===== src/lsu_pkg.sv =====
// ----------------------------------------
// shared types for the load/store unit, RV32 only
// struct widths assume up to 16 banks of up to 64k words
// ----------------------------------------
`default_nettype none

package lsu_pkg;

  // ----------------------------------------
  // widths
  // ----------------------------------------
  parameter int XLEN          = 32;
  parameter int TRANS_ID_BITS = 3;
  parameter int WORD_IDX_BITS = 16;
  parameter int BANK_SEL_BITS = 4;

  typedef logic [XLEN-1:0]          xlen_t;
  typedef logic [XLEN/8-1:0]        be_t;
  typedef logic [1:0]               byte_off_t;
  typedef logic [TRANS_ID_BITS-1:0] trans_id_t;
  typedef logic [3:0]               lsu_op_t;
  typedef logic [3:0]               cause_t;

  // ----------------------------------------
  // operation codes
  // ----------------------------------------
  // bit 3 store, bit 2 unsigned load, bits 1:0 size
  parameter int OP_STORE_BIT    = 3;
  parameter int OP_UNSIGNED_BIT = 2;

  parameter logic [1:0] SIZE_B = 2'b00;
  parameter logic [1:0] SIZE_H = 2'b01;
  parameter logic [1:0] SIZE_W = 2'b10;

  parameter lsu_op_t OP_LB  = 4'b0000;
  parameter lsu_op_t OP_LH  = 4'b0001;
  parameter lsu_op_t OP_LW  = 4'b0010;
  parameter lsu_op_t OP_LBU = 4'b0100;
  parameter lsu_op_t OP_LHU = 4'b0101;
  parameter lsu_op_t OP_SB  = 4'b1000;
  parameter lsu_op_t OP_SH  = 4'b1001;
  parameter lsu_op_t OP_SW  = 4'b1010;

  // RISC-V mcause values
  parameter cause_t CAUSE_LD_MISALIGNED   = 4'd4;
  parameter cause_t CAUSE_LD_ACCESS_FAULT = 4'd5;
  parameter cause_t CAUSE_ST_MISALIGNED   = 4'd6;
  parameter cause_t CAUSE_ST_ACCESS_FAULT = 4'd7;

  // ----------------------------------------
  // structs
  // ----------------------------------------
  typedef struct packed {
    logic   valid;
    cause_t cause;
    xlen_t  tval;
  } exception_t;

  typedef struct packed {
    logic        valid;
    lsu_op_t     op;
    xlen_t       operand_a;
    logic [11:0] imm;
    xlen_t       store_data;
    trans_id_t   trans_id;
  } lsu_req_t;

  // same layout on the load and the store port
  typedef struct packed {
    logic       valid;
    trans_id_t  trans_id;
    xlen_t      result;
    exception_t exception;
  } lsu_resp_t;

  typedef struct packed {
    logic                     valid;
    logic                     we;
    logic [WORD_IDX_BITS-1:0] word_idx;
    be_t                      be;
    xlen_t                    wdata;
  } bank_req_t;

  // travels beside the bank access to the aligner
  typedef struct packed {
    logic                     valid;
    logic                     is_store;
    lsu_op_t                  op;
    trans_id_t                trans_id;
    byte_off_t                byte_off;
    logic [BANK_SEL_BITS-1:0] bank_sel;
    exception_t               exception;
  } access_meta_t;

endpackage

`default_nettype wire


===== src/data_bank.sv =====
// ----------------------------------------
// one scratchpad bank, BANK_WORDS a power of two, at least 2
// contents are undefined after reset
// ----------------------------------------
`timescale 1ns/1ps
`default_nettype none

module data_bank #(
  parameter int unsigned BANK_WORDS = 64
) (
  input  logic               clk_i,
  input  logic               rst_ni,
  input  logic               en_i,
  input  lsu_pkg::bank_req_t req_i,
  output lsu_pkg::xlen_t     rdata_o
);
  import lsu_pkg::*;

  localparam int unsigned IDX_BITS = (BANK_WORDS > 1) ? $clog2(BANK_WORDS) : 1;

  xlen_t               mem [BANK_WORDS];
  logic [IDX_BITS-1:0] idx;
  logic                access;

  assign idx    = req_i.word_idx[IDX_BITS-1:0];
  assign access = en_i && req_i.valid;

  // byte-lane write
  always_ff @(posedge clk_i) begin
    if (access && req_i.we) begin
      for (int i = 0; i < XLEN/8; i++) begin
        if (req_i.be[i]) begin
          mem[idx][8*i +: 8] <= req_i.wdata[8*i +: 8];
        end
      end
    end
  end

  // registered read, holds between loads
  always_ff @(posedge clk_i or negedge rst_ni) begin
    if (!rst_ni) begin
      rdata_o <= '0;
    end else if (access && !req_i.we) begin
      rdata_o <= mem[idx];
    end
  end

endmodule

`default_nettype wire


===== config.mk =====
export PLATFORM = sky130hd
export DESIGN_NAME = data_bank
export DESIGN_NICKNAME = d
export VERILOG_FILES = /design/src/lsu_pkg.sv /design/src/data_bank.sv
export SDC_FILE = /design/constraint.sdc
export NUM_CORES = 2
export LEC_CHECK = 0
export BUFFER_PORTS_ARGS = -buffer_cell sky130_fd_sc_hd__buf_2
export CORE_MARGIN = 3
export CORE_UTILIZATION = 55
export DETAILED_ROUTE_END_ITERATION = 6
export PLACE_DENSITY = 0.71
export SLEW_MARGIN = 10
export SYNTH_ARGS = -nofsm -noshare
export SYNTH_HDL_FRONTEND = slang
export SYNTH_SLANG_ARGS = --single-unit

===== constraint.sdc =====
create_clock -name clk_i -period 2.4 [get_ports clk_i]
set_clock_uncertainty 0.15 [all_clocks]
set_input_delay 0.48 -clock clk_i [delete_from_list [all_inputs] [get_ports clk_i]]
set_output_delay 0.48 -clock clk_i [all_outputs]
set_load 0.01 [all_outputs]

**Word-level counts from Yosys, hierarchy flattened**

Memory sizes are Yosys's and may differ from the RTL's. A register that Yosys moved wholly into a read port is not among the register bits.
Cells that the tools add are included.

- Register bits after elaboration: 0
- Bits in writable memories: 2,048
- Input bits: 57
- Output and inout bits: 32
- Logic and storage cells: 18
- Memories kept: 1

- Multiplexer cells: 12
- Reductions and logical operators: 5

Memories:

| name | words | width | read ports | clocked after Yosys merged registers in | write ports | RTL line | source |
|---|---|---|---|---|---|---|---|
| mem | 64 | 32 | 1 | 1 | 1 | data_bank.sv:21 | `xlen_t mem [BANK_WORDS];` |

Operators with widths:

| kind | number |
|---|---|
| two-way mux 1 bit | 12 |
| logical AND 1 bit | 3 |
| zero test 1 bit | 2 |

**Longest topological paths before layout**

- Depth after elaboration: 4
- Depth in mapped cells: 12
- Gate-level depth less buffers: 6

**Worst setup path after synthesis**

OpenSTA, ideal clock, no wires.

- Kind: in2reg
- Start: input port req_i[36] (netlist name)
- End: memory mem[15][16] (netlist name) (enable)
- Setup time: 370 ps
- Arrival time: 2,115 ps
- Data required time: 1,880 ps
- Path slack: -235 ps
- Stages: 7
- Path buffers: 4
- Path through: buf_6 > buf_2 > and3_1 > clkbuf_1 > buf_2 > nand2_1 > nor2_1

RTL lines:

| what | RTL line | source |
|---|---|---|
| start, declared | data_bank.sv:14 | `input lsu_pkg::bank_req_t req_i,` |
| end, declared | data_bank.sv:21 |  |

Straight into the memory's write port.

==> key figures <==
Outcome
  – Status: finished with violations
  – Failing checks: design-rule violations, negative hold slack, negative setup slack

Pwr
  – Max IR drop VDD: 0.596 mV
  – PwrDens: around 760 nW/µm²
  – Leak: ~33 nW
  – Total power: 0.0759 W

Final layout
  – Util after Layout: 0.686
  – Commonest cells after routing, fill and taps aside: 2048 x edfxtp_1, 797 x buf_4, 264 x nor2_1, 216 x buf_12, 210 x a221oi_1
  – Share of layout cells above drive strength 1: 0.329
  – Fin nets: roughly 5400
  – Area grow syn2layout: 23.1%
  – Most common cell after layout, fill and taps aside: edfxtp_1
  – Filler cells: roughly 9000

Synthesis
  – Ys flop type: edfxtp_1
  – Seq/Total Area, Yosys: 0.772
  – Syn_nets: 4444
  – Post-synth cell types: 59
  – FF+latch count, synth: approximately 2100
  – Fraction of registers with async set/reset: 0.0154
  – Mux contribution to synthesized area: 0.0976
  – Adder-cell share of the synthesized area: 0
  – Yosys top cell area share: 0.762
  – Post-synth EDFFs: between 2000 and 2500
  – Syn Area/Cell: ~18 µm²
  – Synth Area in Simple Gates: 0.0303
  – Largest family of logic cells by synthesized area: multiplexers
  – XOR/XNOR Fraction of Synth Area: 0
  – Yosys top cell by area: edfxtp_1
  – Largest cells by area after synthesis: edfxtp_1 76%, mux4_2 5.2%, mux2i_1 2.4%, a221oi_1 2.3%, mux2_2 1.9%
  – Mapped Area: 80700 µm²
  – Synth warnings: 0
  – Synth Instances: between 4000 and 5000
  – Synth Area in Compound Gates: 0.0795

CTS
  – CTS Root Buffer Type: clkbuf_16
  – Post-CTS Setup Bufs: 0
  – H-tree depth: 4
  – CTS tree: done
  – CTS buffer count: 199
  – Worst-Skew Late Latency: approximately 0.83 ns
  – Clock Path Buffers: 3
  – CTS sink cnt: 2080
  – Clock-pin slew on the worst setup and hold paths: approximately 0.060 ns

Place
  – IO buf count: 78
  – Post-DP HPWL: around 160000 µm
  – GP Congestion: around 0.92
  – Post-Place Setup Slack: -0.981 ns

Routing
  – 1st-iter DRT viols: between 7000 and 8000
  – Number of vias per cell: roughly 6.7
  – Drt wl/cell: 32.4 µm
  – DRC viols: 19
  – Detailed Routing Iterations Pass 1: 7
  – Antenna Nets Post-Route: 0
  – Post-Route WL: 241000 µm
  – Via count: between 40000 and 50000

Timing
  – Final Critical Period: 2.41 ns
  – Fin Hold WS: -0.00171 ns
  – Final setup fails: 1
  – Final setup margin: -0.0116 ns
  – Least-Margin Pin Slew: about 0.86 ns
  – Slew headroom: 0.425
  – Tcrit/Tclk final: 1.00
  – Max Freq: 415 MHz
  – Endpoints failing hold: 6
  – Slew Viols, Final: 0

Setup path
  – WP data arrival: 2.96 ns
  – Startpoint types: input port
  – CP max FO: 21
  – CP endpoint kind: flop
  – Crit path kind: input port to flop
  – CP required: 2.95 ns

Global route
  – GR Overflow Total: 0
  – Largest net degree at the start of global routing: 65
  – Vias in the first global route: approximately 49000
  – Initial antenna violation count: 7
  – GRT Total Usage: 0.319
  – First-pass GRT wire length: 347000 µm

Die
  – Site Rows: between 100 and 150
  – Initial Util: 0.558
  – I/O pin count: between 80 and 90
  – Die Ht: a little under 400 µm
  – Core area: 145000 µm²
  – Die area: 151000 µm²
  – Die X: between 300 and 400 µm

Flow run
  – Max cap viols: 0

Worst hold path
  – Worst hold path type: input port to flop
logic make-up after synthesis:
kind of cell,count (synthesis)
buffers and inverters,314
muxes,533
DFF,2080
and+or+nand+nor,589
AOI/OAI and AO/OA,871
cells in the mapped netlist, drive strengths merged (11+ instances only):
cell     number
o32a         24
and2         11
a31oi        15
buf         191
a21oi       111
dfrtp        32
o22ai        92
mux2        149
a221oi      212
mux4        188
a22o         28
o21ai       110
nor2        359
a221o        37
mux2i       196
clkbuf      120
edfxtp     2048
o211ai       13
o2111ai      13
nand2       142
and3         12
a22oi       140
o221ai       19
nand3        14
worst max-delay path: stages:
cell	delay, ns
buf_8	0.19
buf_4	0.22
and2_4	0.23
buf_4	0.23
a221oi_2	0.39
nor2_1	0.10
o21ai_1	0.31
o2111ai_1	0.34
o32a_1	0.42
metal layers:
layer,part of all wire,global-route usage
met1,0.36,0.438
met3,0.13,0.0762
met4,0.048,0.136
met2,0.46,0.496
met5,0.00010,0
area by class of cell:
cell class | count | area [µm²] | area share
Timing Repair Buffer | 1097 | 10800 | 0.109
Clock inverter | 120 | 1040 | 0.0105
Multi-Input combinational cell | 1993 | 17500 | 0.176
Inverter | 3 | 21.3 | 0.000214
Tap cell | 1903 | 2380 | 0.0240
Clock buffer | 246 | 5240 | 0.0528
Antenna cell | 4 | 10.0 | 0.000101
Sequential cell | 2080 | 62300 | 0.628
worst paths after layout:
kind	startpoint	end	slack, ns	cells past startpoint
min in group asynchronous	rst_ni	rdata_o[18]	0.25	3
worst min register to register	rdata_o[17]	rdata_o[17]	0.39	1
worst min-delay path	req_i[3]	mem[8][3]	-0.002	2
max in group asynchronous	rst_ni	rdata_o[8]	1.28	3
worst max register to register	mem[45][1]	rdata_o[1]	0.07	6
worst max-delay path	req_i[37]	rdata_o[17]	-0.01	9
flip-flops by register name, summed over array words and instances (netlist names):
register and cells:
mem 2048, rdata_o 32
power by group:
group	switching, W	leakage, nW	total, W	internal, W
registers	0.000198	18.8	0.0402	0.0400
logic	0.00314	11.5	0.00515	0.00201
clock network	0.0133	3.05	0.0305	0.0173
total	0.0166	33.3	0.0759	0.0593
through the flow:
| step | instance area, µm² | instances | TNS (ns) |
|---|---|---|---|
| 2_1_floorplan | 81300 | 4387 | -163.98 |
| 3_3_place_gp | 92900 | 7070 | -592.51 |
| 3_5_place_dp | 92900 | 7070 | -634.80 |
| 4_1_cts | 99300 | 7442 | 0 |
| 5_1_grt | 99300 | 7442 | -0.00859 |
| 6_report | 99300 | 7446 | -0.0116 |
timing repair:
| action | in CTS | in global routing |
|---|---|---|
| endpoints found under the setup margin | 2 | 2 |
| pin swaps | 0 | 1 |
| hold endpoints to repair | 71 | 0 |
| hold buffers | 6 | 0 |
| resized for setup | 3 | 3 |
(Power assumes the default switching activity.)
