`config.mk`:
```
export PLATFORM = sky130hd
export DESIGN_NAME = lsu_agu
export DESIGN_NICKNAME = d
export VERILOG_FILES = /design/src/lsu_pkg.sv /design/src/lsu_agu.sv
export SDC_FILE = /design/constraint.sdc
export NUM_CORES = 1
export LEC_CHECK = 0
export ABC_AREA = 1
export CAP_MARGIN = 20
export CORE_MARGIN = 1.5
export CORE_UTILIZATION = 39
export DETAILED_ROUTE_END_ITERATION = 10
export DONT_BUFFER_PORTS = 1
export SLEW_MARGIN = 5
export SYNTH_ARGS = -nofsm -noshare
export SYNTH_HDL_FRONTEND = slang
export SYNTH_SLANG_ARGS = --single-unit
```
`constraint.sdc`:
```
create_clock -name clk_i -period 0.8 [get_ports clk_i]
set_input_delay 0.08 -clock clk_i [delete_from_list [all_inputs] [get_ports clk_i]]
set_output_delay 0.08 -clock clk_i [all_outputs]
set_load 0.01 [all_outputs]
```
`src/lsu_pkg.sv`:
```
// ----------------------------------------
// shared types for the load/store unit, RV32 only
// struct widths assume up to 16 banks of up to 64k words
// ----------------------------------------
`default_nettype none

package lsu_pkg;

  // ----------------------------------------
  // widths
  // ----------------------------------------
  parameter int XLEN          = 32;
  parameter int TRANS_ID_BITS = 3;
  parameter int WORD_IDX_BITS = 16;
  parameter int BANK_SEL_BITS = 4;

  typedef logic [XLEN-1:0]          xlen_t;
  typedef logic [XLEN/8-1:0]        be_t;
  typedef logic [1:0]               byte_off_t;
  typedef logic [TRANS_ID_BITS-1:0] trans_id_t;
  typedef logic [3:0]               lsu_op_t;
  typedef logic [3:0]               cause_t;

  // ----------------------------------------
  // operation codes
  // ----------------------------------------
  // bit 3 store, bit 2 unsigned load, bits 1:0 size
  parameter int OP_STORE_BIT    = 3;
  parameter int OP_UNSIGNED_BIT = 2;

  parameter logic [1:0] SIZE_B = 2'b00;
  parameter logic [1:0] SIZE_H = 2'b01;
  parameter logic [1:0] SIZE_W = 2'b10;

  parameter lsu_op_t OP_LB  = 4'b0000;
  parameter lsu_op_t OP_LH  = 4'b0001;
  parameter lsu_op_t OP_LW  = 4'b0010;
  parameter lsu_op_t OP_LBU = 4'b0100;
  parameter lsu_op_t OP_LHU = 4'b0101;
  parameter lsu_op_t OP_SB  = 4'b1000;
  parameter lsu_op_t OP_SH  = 4'b1001;
  parameter lsu_op_t OP_SW  = 4'b1010;

  // RISC-V mcause values
  parameter cause_t CAUSE_LD_MISALIGNED   = 4'd4;
  parameter cause_t CAUSE_LD_ACCESS_FAULT = 4'd5;
  parameter cause_t CAUSE_ST_MISALIGNED   = 4'd6;
  parameter cause_t CAUSE_ST_ACCESS_FAULT = 4'd7;

  // ----------------------------------------
  // structs
  // ----------------------------------------
  typedef struct packed {
    logic   valid;
    cause_t cause;
    xlen_t  tval;
  } exception_t;

  typedef struct packed {
    logic        valid;
    lsu_op_t     op;
    xlen_t       operand_a;
    logic [11:0] imm;
    xlen_t       store_data;
    trans_id_t   trans_id;
  } lsu_req_t;

  // same layout on the load and the store port
  typedef struct packed {
    logic       valid;
    trans_id_t  trans_id;
    xlen_t      result;
    exception_t exception;
  } lsu_resp_t;

  typedef struct packed {
    logic                     valid;
    logic                     we;
    logic [WORD_IDX_BITS-1:0] word_idx;
    be_t                      be;
    xlen_t                    wdata;
  } bank_req_t;

  // travels beside the bank access to the aligner
  typedef struct packed {
    logic                     valid;
    logic                     is_store;
    lsu_op_t                  op;
    trans_id_t                trans_id;
    byte_off_t                byte_off;
    logic [BANK_SEL_BITS-1:0] bank_sel;
    exception_t               exception;
  } access_meta_t;

endpackage

`default_nettype wire

```
`src/lsu_agu.sv`:
```
// ----------------------------------------
// address unit, one request per cycle, no back-pressure
// NUM_BANKS and BANK_WORDS must be powers of two
// ----------------------------------------
`timescale 1ns/1ps
`default_nettype none

module lsu_agu #(
  parameter int unsigned NUM_BANKS  = 4,
  parameter int unsigned BANK_WORDS = 64
) (
  input  logic                  clk_i,
  input  logic                  rst_ni,
  input  lsu_pkg::lsu_req_t     req_i,
  output lsu_pkg::bank_req_t    bank_req_o,
  output logic [NUM_BANKS-1:0]  bank_en_o,
  output lsu_pkg::access_meta_t meta_o
);
  import lsu_pkg::*;

  localparam int unsigned BANK_BITS = $clog2(NUM_BANKS);
  localparam int unsigned MEM_BYTES = NUM_BANKS * BANK_WORDS * 4;

  xlen_t                    ea;
  logic [1:0]               size;
  logic                     is_store;
  byte_off_t                off;
  be_t                      be;
  logic                     misaligned;
  logic                     out_of_range;
  exception_t               exc;
  logic [BANK_SEL_BITS-1:0] bank_sel;
  logic [WORD_IDX_BITS-1:0] word_idx;
  logic [NUM_BANKS-1:0]     bank_en_d;
  bank_req_t                bank_req_d;
  access_meta_t             meta_d;

  // ----------------------------------------
  // effective address
  // ----------------------------------------
  assign ea       = req_i.operand_a + {{(XLEN-12){req_i.imm[11]}}, req_i.imm};
  assign size     = req_i.op[1:0];
  assign is_store = req_i.op[OP_STORE_BIT];
  assign off      = ea[1:0];

  // word interleaving: bank from the bits right above the byte offset
  assign bank_sel = BANK_SEL_BITS'((ea >> 2) & xlen_t'(NUM_BANKS - 1));
  assign word_idx = WORD_IDX_BITS'(ea >> (2 + BANK_BITS));

  always_comb begin
    case (size)
      SIZE_B:  be = be_t'(4'b0001 << off);
      SIZE_H:  be = be_t'(4'b0011 << off);
      default: be = 4'b1111;
    endcase
  end

  // ----------------------------------------
  // exception detection
  // ----------------------------------------
  assign misaligned   = ((size == SIZE_H) && off[0]) ||
                        ((size != SIZE_B) && (size != SIZE_H) && (off != 2'b00));
  assign out_of_range = (ea >= xlen_t'(MEM_BYTES));

  always_comb begin
    exc = '0;
    if (req_i.valid && (out_of_range || misaligned)) begin
      exc.valid = 1'b1;
      exc.tval  = ea;
      // access fault wins over misalignment
      if (out_of_range) begin
        exc.cause = is_store ? CAUSE_ST_ACCESS_FAULT : CAUSE_LD_ACCESS_FAULT;
      end else begin
        exc.cause = is_store ? CAUSE_ST_MISALIGNED : CAUSE_LD_MISALIGNED;
      end
    end
  end

  // ----------------------------------------
  // bank request and metadata
  // ----------------------------------------
  always_comb begin
    bank_req_d.valid    = req_i.valid && !exc.valid;
    bank_req_d.we       = is_store;
    bank_req_d.word_idx = word_idx;
    bank_req_d.be       = be;
    // store data moved into its byte lanes
    bank_req_d.wdata    = req_i.store_data << {off, 3'b000};
  end

  always_comb begin
    for (int b = 0; b < NUM_BANKS; b++) begin
      bank_en_d[b] = bank_req_d.valid && (int'(bank_sel) == b);
    end
  end

  always_comb begin
    meta_d.valid     = req_i.valid;
    meta_d.is_store  = is_store;
    meta_d.op        = req_i.op;
    meta_d.trans_id  = req_i.trans_id;
    meta_d.byte_off  = off;
    meta_d.bank_sel  = bank_sel;
    meta_d.exception = exc;
  end

  always_ff @(posedge clk_i or negedge rst_ni) begin
    if (!rst_ni) begin
      bank_req_o <= '0;
      bank_en_o  <= '0;
      meta_o     <= '0;
    end else begin
      bank_req_o <= bank_req_d;
      bank_en_o  <= bank_en_d;
      meta_o     <= meta_d;
    end
  end

endmodule

`default_nettype wire

```
# --- Word level (Yosys, flattened, before mapping) ---
# Cells that the tools add are included.
classes:
  order_cmp: 1
  mux: 5
  n_eq_ne: 5
  reduce_logical: 16
  addsub: 1
  shift: 3
ops:
  columns: ["op", "n"]
  rows:
  - ["$mux W37", 1]
  - ["$add A32 B32 Y32", 1]
  - ["$ge A32 B11 Y1 const B", 1]
  - ["$shl A32 B5 Y32", 1]
  - ["$logic_and A1 B1 Y1", 9]
  - ["$pmux W4 S2", 1]
  - ["$mux W2", 3]
  - ["$eq A2 B1 Y1 const B", 2]
  - ["$eq A2 B2 Y1 const B", 2]
  - ["$logic_not A4 Y1", 1]
  - ["$reduce_bool A2 Y1", 2]
  - ["$shl A1 B2 Y4 const A", 1]
  - ["$shl A2 B2 Y4 const A", 1]
  - ["$logic_not A2 Y1", 1]
  - ["$logic_or A1 B1 Y1", 2]
  - ["$ne A2 B1 Y1 const B", 1]
  - ["$logic_not A1 Y1", 1]
word_totals:
  word_cells: 45
  register_bits: 107

# --- Longest topological paths before layout ---
logic_depth:
  depth_word: 10
  depth_mapped: 20
  mapped_depth_nobuf: 19

# --- Worst setup path after synthesis ---
# OpenSTA, ideal clock, no wires.
synth_timing:
  kind: "input to register"
  from: "input req_i[35] (netlist bit)"
  to: "register meta_o[27] (netlist bit)"
  required_ns: 0.684
  cell_stages: 19
  setup_time_ns: 0.116
  path_buffers: 1
  slack_ns: -1.393
  arrival_ns: 2.078
  path_cell_list: "ha_1 -> fa_1 -> nand3_1 -> nand3_1 -> nand2_1 -> nand2_1 -> nand2_1 -> nand2_1 -> nand2_1 -> nand2_1 -> nand2_1 -> nand2_1 -> nor2_1 -> nand2_1 -> nor2_2 -> nand3_2 -> nand2_4 -> buf_6 -> nor2_2"
synth_rtl:
  columns: ["item", "line_no", "rtl"]
  rows:
  - ["start, declared", "lsu_agu.sv:14", "input lsu_pkg::lsu_req_t req_i,"]
  - ["end signal, assigned", "lsu_agu.sv:115", "meta_o <= meta_d;"]
  - ["end, declared", "lsu_agu.sv:17", "output lsu_pkg::access_meta_t meta_o"]

==> impl_metrics.toml <==
[outcome]
status = "finished, violations left"
violations = "hold timing, setup timing"

[final_layout]
mostFrequentLayoutCell = "nand2_1"
final_cell_mix = "nand2_1 (163), inv_1 (121), buf_4 (112), dfrtp_1 (101), nor2_1 (77)"
post_route_cells_drive_above_1_share_pct = 39.6
fin_nets = 1093
syn_to_final_growth_pct = 54.3
diodes = 0
final_cell_area_um2 = 9180

[route]
drtPass1Iterations = 5
drtAntennaViolNets = 0
via_per_inst = 5.04
dr_total_vias = 5866
drt-wirelength-per-cell_um = 16.9
remaining_drc_errors = 0
drt-initial-drc-count = 224
routed_wl_mm = 19.7

[timing]
layout_setup_ws_ns = -1.14
period_minus_slack_ns = 1.94
max_freq_mhz = 515
min_period_over_period_pct = 243
grt_setup_unrepaired = "true"
hold_violations = 105
finalSetupViolCount = 202
hold_ws_ns = -0.578
maxSlewViolCount = 0

[floorplan]
pin_count = 196
die-area_um2 = 16000
rows = 44
start_util_pct = 40.4
core_um2 = 14700
die_h_um = 126
fp.dieW_um = 126

[clocking]
h-tree-depth = 3
root_buffer = "clkbuf_16"
numCtsBuffers = 9
cts_tree = "built"
cts_buffer_depth = 2
clkTransAtPathRegs_ns = 0.08
cts.sinks = 104

[grt]
overflow = 0
grt_pass1_vias = 6048
grt_max_degree = 105
grt_antenna_before_repair = 0
track_usage_pct = 23.9
grt_pass1_wl_mm = 30.0

[setup_path]
cp.required_ns = 1.02
worstPathArrival_ns = 2.16
end_kind = "flop"
worstPathMaxFanout = 9
startpoint = "req_i[50]"
crit_type = "in -> reg"
start_kind = "primary input"

[pwr]
peakVddDrop_v = 0.000964
power_per_cell_area_nw_per_um2 = 1800
leakage_nw = 4.61
power_mw = 16.5

[placed_design]
place_area_um2 = 7370
place_congestion = 0.851
io_buffer_count = 0
dp_hpwl_mm = 14.3

[logic_synthesis]
ys_types = 35
synth_area_leader_cell = "dfrtp_1"
ys_ff_latch = 104
synth_seq_area_share_pct = 43.8
synth_top_area_share_pct = 43.8
synthArstFlopShare_pct = 100
syn_inst = 802
synth_edf_count = 0
syn-cell-area_um2 = 5950
syn_area_per_cell_um2 = 7.41
yosysWarnings = 0
ys.flop_type = "dfrtp_1"
netlist_top_cells_area = "dfrtp_1 (44%), nand2_1 (16%), inv_1 (8.0%), ha_1 (6.5%), nor2_1 (6.4%)"

[flow_run]
max-cap-violations = 0

[min_path]
worstHoldPathType = "in -> async"
[cell type report]
| class | count | area [µm²] |
|---|---|---|
| clock buffer | 10 | 239 |
| clock inverter | 6 | 50.0 |
| fill | 1244 | 5520 |
| inverter | 138 | 528 |
| multi-input combinational | 543 | 3850 |
| sequential | 104 | 2610 |
| tap | 184 | 230 |
| timing repair buffer | 179 | 1670 |
[metrics by stage]
| stage | hold slack [ns] | setup slack [ns] | util, % | cells | setup TNS [ns] |
|---|---|---|---|---|---|
| after floorplan | -0.216 | -1.27 | - | 804 | -71.58 |
| after global placement | -0.214 | -1.50 | 50.2 | 1084 | -91.65 |
| after detailed placement | -0.214 | -1.52 | 50.2 | 1084 | -93.23 |
| after CTS | -0.591 | -1.09 | 58.8 | 1157 | -62.36 |
| after global routing | -0.591 | -1.25 | 62.4 | 1164 | -70.22 |
| final | -0.578 | -1.14 | 62.4 | 1164 | -61.51 |
[report_power, final]
group	total [mW]	switching, mW	leakage, nW	internal [mW]
combinational	5.63	2.90	3.19	2.73
clock	4.29	2.04	0.141	2.24
sequential	6.61	0.681	1.28	5.93
[cell families after synthesis]
logic type	count (synthesis)	share of synthesized area, %
simple gates	432	30.5
buf+inv	157	10.7
flops	104	43.8
compound gates	66	6.71
fa+ha+maj	32	6.86
xor+xnor	10	1.47
other cells	1	0.0631
[worst max-delay path, stage by stage]
cell     delay (ns)
ha_4           0.26
buf_4          0.15
nand3_2        0.10
nand3_4        0.10
nand3_2        0.11
buf_4          0.15
nand4_1        0.08
nand2_2        0.07
nor2_1         0.09
nand3_1        0.10
nor2_2         0.15
nand2_1        0.08
nor2_2         0.13
nand3_2        0.11
nand2_4        0.11
buf_12         0.12
buf_12         0.12
nor2_1         0.05
[final timing paths]
| check | endpoint | slack, ns | cells after the start |
|---|---|---|---|
| min in group clk_i | bank_req_o[26] | -0.01 | 2 |
| worst max-delay path | meta_o[0] | -1.14 | 18 |
| worst min-delay path | bank_req_o[38] | -0.58 | 0 |
| max in group asynchronous | meta_o[50] | 1.15 | 0 |
[routing by layer]
layer / GRT usage, % / part of all wire [%]
met3: 3.63 / 5.0
met1: 26.9 / 39
met4: 8.79 / 2.7
met5: 0 / 0
met2: 45.5 / 54
[repair_timing]
action,4_1_cts,5_1_grt
hold buffers,36,1
hold endpoints to repair,139,105
resized for setup,103,115
pin swaps,34,44
cloned,3,2
setup endpoints to repair,202,202
setup buffers,20,10
[cells in the mapped netlist, types with 2 or more instances]
library cell,number
ha_1,31
o32ai_1,7
buf_4,6
xor2_1,3
nand3b_1,8
nor2_2,15
dfrtp_1,104
xnor2_1,7
nand4_1,8
buf_6,3
nand2_1,248
clkinv_1,2
o21bai_1,5
a22oi_1,8
a21o_1,2
nand3_1,32
nor2_1,101
o21ai_0,12
inv_1,126
nand2_2,5
inv_2,10
a21oi_1,30
nor3_2,2
nor3_1,7
clkbuf_1,9
nand3_2,2
[state kept, by name, indices dropped and copies added (netlist names)]
name	count
bank_en_o	4
meta_o	47
bank_req_o	53
No activity file was read; power rests on OpenSTA's default activity.
