--- src/lsu_pkg.sv ---
// ----------------------------------------
// shared types for the load/store unit, RV32 only
// struct widths assume up to 16 banks of up to 64k words
// ----------------------------------------
`default_nettype none

package lsu_pkg;

  // ----------------------------------------
  // widths
  // ----------------------------------------
  parameter int XLEN          = 32;
  parameter int TRANS_ID_BITS = 3;
  parameter int WORD_IDX_BITS = 16;
  parameter int BANK_SEL_BITS = 4;

  typedef logic [XLEN-1:0]          xlen_t;
  typedef logic [XLEN/8-1:0]        be_t;
  typedef logic [1:0]               byte_off_t;
  typedef logic [TRANS_ID_BITS-1:0] trans_id_t;
  typedef logic [3:0]               lsu_op_t;
  typedef logic [3:0]               cause_t;

  // ----------------------------------------
  // operation codes
  // ----------------------------------------
  // bit 3 store, bit 2 unsigned load, bits 1:0 size
  parameter int OP_STORE_BIT    = 3;
  parameter int OP_UNSIGNED_BIT = 2;

  parameter logic [1:0] SIZE_B = 2'b00;
  parameter logic [1:0] SIZE_H = 2'b01;
  parameter logic [1:0] SIZE_W = 2'b10;

  parameter lsu_op_t OP_LB  = 4'b0000;
  parameter lsu_op_t OP_LH  = 4'b0001;
  parameter lsu_op_t OP_LW  = 4'b0010;
  parameter lsu_op_t OP_LBU = 4'b0100;
  parameter lsu_op_t OP_LHU = 4'b0101;
  parameter lsu_op_t OP_SB  = 4'b1000;
  parameter lsu_op_t OP_SH  = 4'b1001;
  parameter lsu_op_t OP_SW  = 4'b1010;

  // RISC-V mcause values
  parameter cause_t CAUSE_LD_MISALIGNED   = 4'd4;
  parameter cause_t CAUSE_LD_ACCESS_FAULT = 4'd5;
  parameter cause_t CAUSE_ST_MISALIGNED   = 4'd6;
  parameter cause_t CAUSE_ST_ACCESS_FAULT = 4'd7;

  // ----------------------------------------
  // structs
  // ----------------------------------------
  typedef struct packed {
    logic   valid;
    cause_t cause;
    xlen_t  tval;
  } exception_t;

  typedef struct packed {
    logic        valid;
    lsu_op_t     op;
    xlen_t       operand_a;
    logic [11:0] imm;
    xlen_t       store_data;
    trans_id_t   trans_id;
  } lsu_req_t;

  // same layout on the load and the store port
  typedef struct packed {
    logic       valid;
    trans_id_t  trans_id;
    xlen_t      result;
    exception_t exception;
  } lsu_resp_t;

  typedef struct packed {
    logic                     valid;
    logic                     we;
    logic [WORD_IDX_BITS-1:0] word_idx;
    be_t                      be;
    xlen_t                    wdata;
  } bank_req_t;

  // travels beside the bank access to the aligner
  typedef struct packed {
    logic                     valid;
    logic                     is_store;
    lsu_op_t                  op;
    trans_id_t                trans_id;
    byte_off_t                byte_off;
    logic [BANK_SEL_BITS-1:0] bank_sel;
    exception_t               exception;
  } access_meta_t;

endpackage

`default_nettype wire

--- src/load_align.sv ---
// ----------------------------------------
// load data alignment and response registers
// expects bank read data one cycle after the metadata
// ----------------------------------------
`timescale 1ns/1ps
`default_nettype none

module load_align #(
  parameter int unsigned NUM_BANKS = 4
) (
  input  logic                                 clk_i,
  input  logic                                 rst_ni,
  input  lsu_pkg::access_meta_t                meta_i,
  input  lsu_pkg::xlen_t       [NUM_BANKS-1:0] bank_rdata_i,
  output lsu_pkg::lsu_resp_t                   load_resp_o,
  output lsu_pkg::lsu_resp_t                   store_resp_o
);
  import lsu_pkg::*;

  access_meta_t meta_q;
  xlen_t        bank_word;
  xlen_t        shifted;
  xlen_t        load_data;
  logic         is_unsigned;
  lsu_resp_t    load_resp_d;
  lsu_resp_t    store_resp_d;

  // ----------------------------------------
  // line up metadata with the bank read
  // ----------------------------------------
  always_ff @(posedge clk_i or negedge rst_ni) begin
    if (!rst_ni) begin
      meta_q <= '0;
    end else begin
      meta_q <= meta_i;
    end
  end

  // ----------------------------------------
  // select, shift, extend
  // ----------------------------------------
  always_comb begin
    bank_word = '0;
    for (int b = 0; b < NUM_BANKS; b++) begin
      if (int'(meta_q.bank_sel) == b) begin
        bank_word = bank_rdata_i[b];
      end
    end
  end

  assign shifted     = bank_word >> {meta_q.byte_off, 3'b000};
  assign is_unsigned = meta_q.op[OP_UNSIGNED_BIT];

  always_comb begin
    case (meta_q.op[1:0])
      SIZE_B: begin
        load_data = is_unsigned ? {24'b0, shifted[7:0]}
                                : {{24{shifted[7]}}, shifted[7:0]};
      end
      SIZE_H: begin
        load_data = is_unsigned ? {16'b0, shifted[15:0]}
                                : {{16{shifted[15]}}, shifted[15:0]};
      end
      default: begin
        load_data = shifted;
      end
    endcase
  end

  // ----------------------------------------
  // responses
  // ----------------------------------------
  always_comb begin
    load_resp_d.valid     = meta_q.valid && !meta_q.is_store;
    load_resp_d.trans_id  = meta_q.trans_id;
    // faulting loads never read a bank
    load_resp_d.result    = meta_q.exception.valid ? '0 : load_data;
    load_resp_d.exception = meta_q.exception;

    store_resp_d.valid     = meta_q.valid && meta_q.is_store;
    store_resp_d.trans_id  = meta_q.trans_id;
    store_resp_d.result    = '0;
    store_resp_d.exception = meta_q.exception;
  end

  always_ff @(posedge clk_i or negedge rst_ni) begin
    if (!rst_ni) begin
      load_resp_o  <= '0;
      store_resp_o <= '0;
    end else begin
      load_resp_o  <= load_resp_d;
      store_resp_o <= store_resp_d;
    end
  end

endmodule

`default_nettype wire

--- config.mk ---
export PLATFORM = sky130hd
export DESIGN_NAME = load_align
export DESIGN_NICKNAME = d
export VERILOG_FILES = /design/src/lsu_pkg.sv /design/src/load_align.sv
export SDC_FILE = /design/constraint.sdc
export NUM_CORES = 1
export LEC_CHECK = 0
export ABC_AREA = 1
export ABC_CLOCK_PERIOD_IN_PS = 5000
export BUFFER_PORTS_ARGS = -buffer_cell sky130_fd_sc_hd__clkbuf_2
export CAP_MARGIN = 10
export CORE_AREA = 2 2 127 129
export DETAILED_ROUTE_END_ITERATION = 10
export DIE_AREA = 0 0 129 131
export GPL_TIMING_DRIVEN = 0
export HOLD_SLACK_MARGIN = 0.03
export PLACE_DENSITY = 0.78
export SYNTH_ARGS = -nofsm -noshare
export SYNTH_HDL_FRONTEND = slang
export SYNTH_SLANG_ARGS = --single-unit
--- constraint.sdc ---
create_clock -name clk_i -period 5 [get_ports clk_i]
set_input_delay 0 -clock clk_i [delete_from_list [all_inputs] [get_ports clk_i]]
set_output_delay 0 -clock clk_i [all_outputs]
set_load 0.03 [all_outputs]
# Word-level counts from Yosys, hierarchy flattened
# Cells that the tools add are included.
dict set report op_classes {
  eq_ne 4
  n_shift 1
  muxes 8
  reduce_logical 5
}
# cell n
set op_table {}
lappend op_table {{$mux W32} 7}
lappend op_table {{$pmux W32 S2} 1}
lappend op_table {{$shr A32 B5 Y32} 1}
lappend op_table {{$eq A4 B3 Y1 const B} 2}
lappend op_table {{$eq A4 B2 Y1 const B} 1}
lappend op_table {{$logic_not A4 Y1} 1}
lappend op_table {{$eq A2 B1 Y1 const B} 1}
lappend op_table {{$logic_and A1 B1 Y1} 2}
lappend op_table {{$logic_not A2 Y1} 1}
lappend op_table {{$logic_not A1 Y1} 1}
dict set report word_totals {
  register_bits 125
  in_bits 182
  out_inout_bits 146
}

# Logic depth before layout (Yosys ltp)
dict set report logic_depth {
  word_depth 9
  depth_mapped 15
}

# Worst setup path after synthesis
# No wires, ideal clock.
dict set report synth_timing {
  kind {flip-flop to flip-flop}
  startpoint {register meta_q[40] in the netlist's numbering}
  endpoint {register load_resp_o[60] in the netlist's numbering}
  arrival_ns 1.510
  required_ns 4.887
  path_slack_ns 3.377
  path_stages_with_launch 13
  path_buffers 2
  period_less_slack_ns 1.623
  path_cell_list {dfrtp_1 > nor2_4 > buf_6 > nand3b_1 > nand2_1 > inv_1 > nand3_1 > nand3_2 > nand3_4 > nand3_4 > buf_6 > nand2_1 > inv_1}
}
# element line
set synth_rtl {}
lappend synth_rtl {{start, declared} load_align.sv:20} ;# access_meta_t meta_q;
lappend synth_rtl {{start signal, assigned} load_align.sv:35} ;# meta_q <= meta_i;
lappend synth_rtl {{end signal, assigned} load_align.sv:91} ;# load_resp_o <= load_resp_d;
lappend synth_rtl {{end, declared} load_align.sv:15} ;# output lsu_pkg::lsu_resp_t load_resp_o,

==> impl_metrics.json <==
{
  "grt_first_pass_wirelength_microns": 27800,
  "postCtsSetupBuffers": 0,
  "drt_wl_total_microns": 18400,
  "ctsResizeCount": 0,
  "drt_iter0_markers": 381,
  "min_path_type": "in2async",
  "power_density_mw_per_mm2": 326,
  "clockPowerShare_pct": 44.7,
  "antenna_found_initial": 0,
  "dieArea_sq_mm": 0.0169,
  "hold_buffers": 56,
  "relSlewSlack_pct": 65.6,
  "synth_compound_area_share_pct": 5.40,
  "io_buffer_count": 294,
  "gp_congestion": 0.923,
  "cpPeakStageDelay_ns": 0.58,
  "gr-total-overflow": 0,
  "seq_power_share_pct": 37.8,
  "diodes": 0,
  "drtAntennaViolNets": 0,
  "crit_slowest_cell": "dlygate4sd3_1",
  "synthAdderAreaFrac_pct": 0,
  "syn_inst": 630,
  "top_usage_layer": "met2",
  "setup.worst_path.start_class": "flip-flop",
  "cts.sinks": 125,
  "tightest_slew_ns": 0.516,
  "dp_hpwl_microns": 14300,
  "grt_usage_pct": 21.8,
  "met3_usage_pct": 6.47,
  "ff2ff_path_depth": 11,
  "power_w": 0.00288,
  "max_clock_freq_mhz": 413,
  "synth_area_sq_mm": 0.00574,
  "clk_latency_ns": 0.40,
  "reg2reg_to": "load_resp_o[38]$_DFF_PN0_",
  "wl_per_cell_microns": 14.6,
  "syn_to_final_growth_pct": 53.7,
  "whs_ns": 0.0696,
  "rrSetupSlack_ns": 2.58,
  "worstPathMaxFanout": 10,
  "drc": 0,
  "rsz0062_at_grt": "no",
  "core_sq_mm": 0.0156,
  "viasPerCell": 4.47,
  "grt_pass1_vias": 5559,
  "crit_type": "reg2reg",
  "cts_tree": "yes",
  "yosysWarnings": 0,
  "setup_tns_ns": 0,
  "combinationalPowerShare_pct": 17.4,
  "yosysSeqAreaShare_pct": 54.5,
  "path_cells": "buf_6 -> nand2_2 -> clkinv_2 -> nand2_2 -> clkbuf_1 -> inv_1 -> nand2_1 -> nand4_1 -> dlygate4sd3_1 -> a21oi_1 -> nor2_1",
  "switching_share_pct": 25.4,
  "met1_usage_pct": 25.8,
  "min_period_ns": 2.42,
  "met2_usage_pct": 38.0,
  "clock_skew_ns": 0.00778,
  "synth-seq-cells": 125,
  "hold_violations": 0,
  "arrival_ns": 2.71,
  "timing.rr.start": "meta_q[38]$_DFF_PN0_",
  "fp.dieW_microns": 129,
  "finalCritPeriodShare_pct": 48.4,
  "grt_start_max_net_pins": 94,
  "drv_slew": 0,
  "dr_total_vias": 5623,
  "start_util_pct": 36.8,
  "path_common_cell": "nand2_2",
  "setup_viol": 0,
  "peakVddDrop_mv": 0.301,
  "place_area_sq_mm": 0.00764,
  "io_pins": 328,
  "worstPathRequired_ns": 5.29,
  "netSwitchingPower_w": 0.000732,
  "power.leakage_nw": 4.80,
  "yosysUniqueCellTypes": 29,
  "status": "complete, no violations",
  "p_int_w": 0.00214,
  "clockRootBuffer": "clkbuf_16",
  "cts_htree_levels": 4,
  "syn_area_per_cell_sq_um": 9.12,
  "cts_buffers": 17,
  "synthSimpleGateAreaFrac_pct": 24.9,
  "dr.pass1.iters": 7,
  "die_h_microns": 131,
  "synth_top_family_by_area": "simple AND/OR/NAND/NOR gates",
  "final_cell_area_sq_mm": 0.00883,
  "nets": 1213,
  "clockBufferDepth": 2,
  "synthMuxAreaShare_pct": 0,
  "cap_violations": 0,
  "drive_gt1_share_pct": 43.0,
  "synthXorXnorAreaFrac_pct": 0,
  "path_clk_slew_ns": 0.05,
  "endpoint_kind": "flip-flop",
  "rows": 46
}
==> layout make-up <==
class                      instances  area (sq um)
sequential                       125          3130
inverter                          45           170
timing repair buffer             351          2070
multi-input combinational        391          1860
clock buffer                      26           499
fill                            1417          6770
tap                              216           270
clock inverter                     5           129
buffer                           100           698
==> critical path, delay by kind of cell, from the launching register on <==
kind	cells	cell delay [ns]
buffers and inverters	5	1.34
AND/OR/NAND/NOR	5	0.44
flip-flops	1	0.37
AO/OA/AOI/OAI	1	0.14
==> how the worst max path moves through the flow <==
| stage | slack (ns) | cells past startpoint | from | to |
|---|---|---|---|---|
| CTS | 2.58 | 11 | meta_q[38]$_DFF_PN0_ | load_resp_o[38]$_DFF_PN0_ |
| floorplan | 3.38 | 12 | meta_q[40]$_DFF_PN0_ | load_resp_o[60]$_DFF_PN0_ |
| global placement | 2.12 | 1 | rst_ni | meta_q[46]$_DFF_PN0_ |
| global route | 2.39 | 11 | meta_q[38]$_DFF_PN0_ | load_resp_o[38]$_DFF_PN0_ |
| finish | 2.58 | 11 | meta_q[38]$_DFF_PN0_ | load_resp_o[38]$_DFF_PN0_ |
| detailed placement | 2.92 | 12 | meta_q[38]$_DFF_PN0_ | load_resp_o[50]$_DFF_PN0_ |
==> sequential cells by signal (all words and copies together), names as in the netlist <==
register / cells
is_unsigned: 1
meta_q: 10
load_resp_d: 40
load_resp_o: 33
store_resp_o: 41
==> synthesized netlist by cell type, drive strengths merged <==
cell type | n | area share, %
a21oi | 35 | 3.1
buf | 86 | 11
clkbuf | 14 | 0.92
clkinv | 3 | 0.22
conb | 1 | 0.065
dfrtp | 125 | 54
inv | 42 | 2.7
nand2 | 141 | 9.6
nand3 | 91 | 8.7
nand3b | 2 | 0.26
nand4 | 15 | 1.6
nor2 | 25 | 2.1
nor3 | 1 | 0.087
o211ai | 4 | 0.52
o21ai | 21 | 1.8
or2 | 24 | 2.6
==> cells in the final DEF, fill, tap and decap left out, drive strengths merged <==
master / Yosys / layout
or2: 24 / 24
o211ai: 4 / 4
nand3b: 2 / 2
inv: 42 / 42
bufinv: 0 / 4
nor2: 25 / 25
conb: 1 / 32
dfrtp: 125 / 125
nand3: 91 / 91
nand2: 141 / 141
buf: 86 / 87
clkinv: 3 / 4
nor3: 1 / 1
o21ai: 21 / 21
dlygate4sd3: 0 / 56
a21oi: 35 / 35
nand4: 15 / 15
clkbuf: 14 / 334
==> stage by stage <==
step / setup WS [ns] / std cells / utilization, %
floorplan: 3.38 / 661 / -
global placement: 2.12 / 1171 / 48.7
detailed placement: 2.92 / 1172 / 49.0
CTS: 2.58 / 1259 / 56.6
global route: 2.39 / 1259 / 56.6
finish: 2.58 / 1259 / 56.6
==> cells by family after synthesis <==
logic type      after synthesis
other cells                   1
buf+inv                     145
flops                       125
compound gates               60
simple gates                299
==> power by group through the flow <==
stage / logic [W] / registers, W / clock network (W)
2_1_floorplan: 0.000215 / 0.00117 / 0
3_3_place_gp: 0.000455 / 0.00110 / 0
3_5_place_dp: 0.000463 / 0.00111 / 0
4_1_cts: 0.000500 / 0.00109 / 0.00131
5_1_grt: 0.000544 / 0.00109 / 0.00136
6_report: 0.000502 / 0.00109 / 0.00129
==> metal layers <==
metal | vias up | routed length, microns
met5 | - | 0
met4 | 0 | 285
met3 | 27 | 1440
met2 | 283 | 9350
met1 | 2590 | 7300
li1 | 2723 | -
Note: power is estimated with default switching activity, not from simulation.
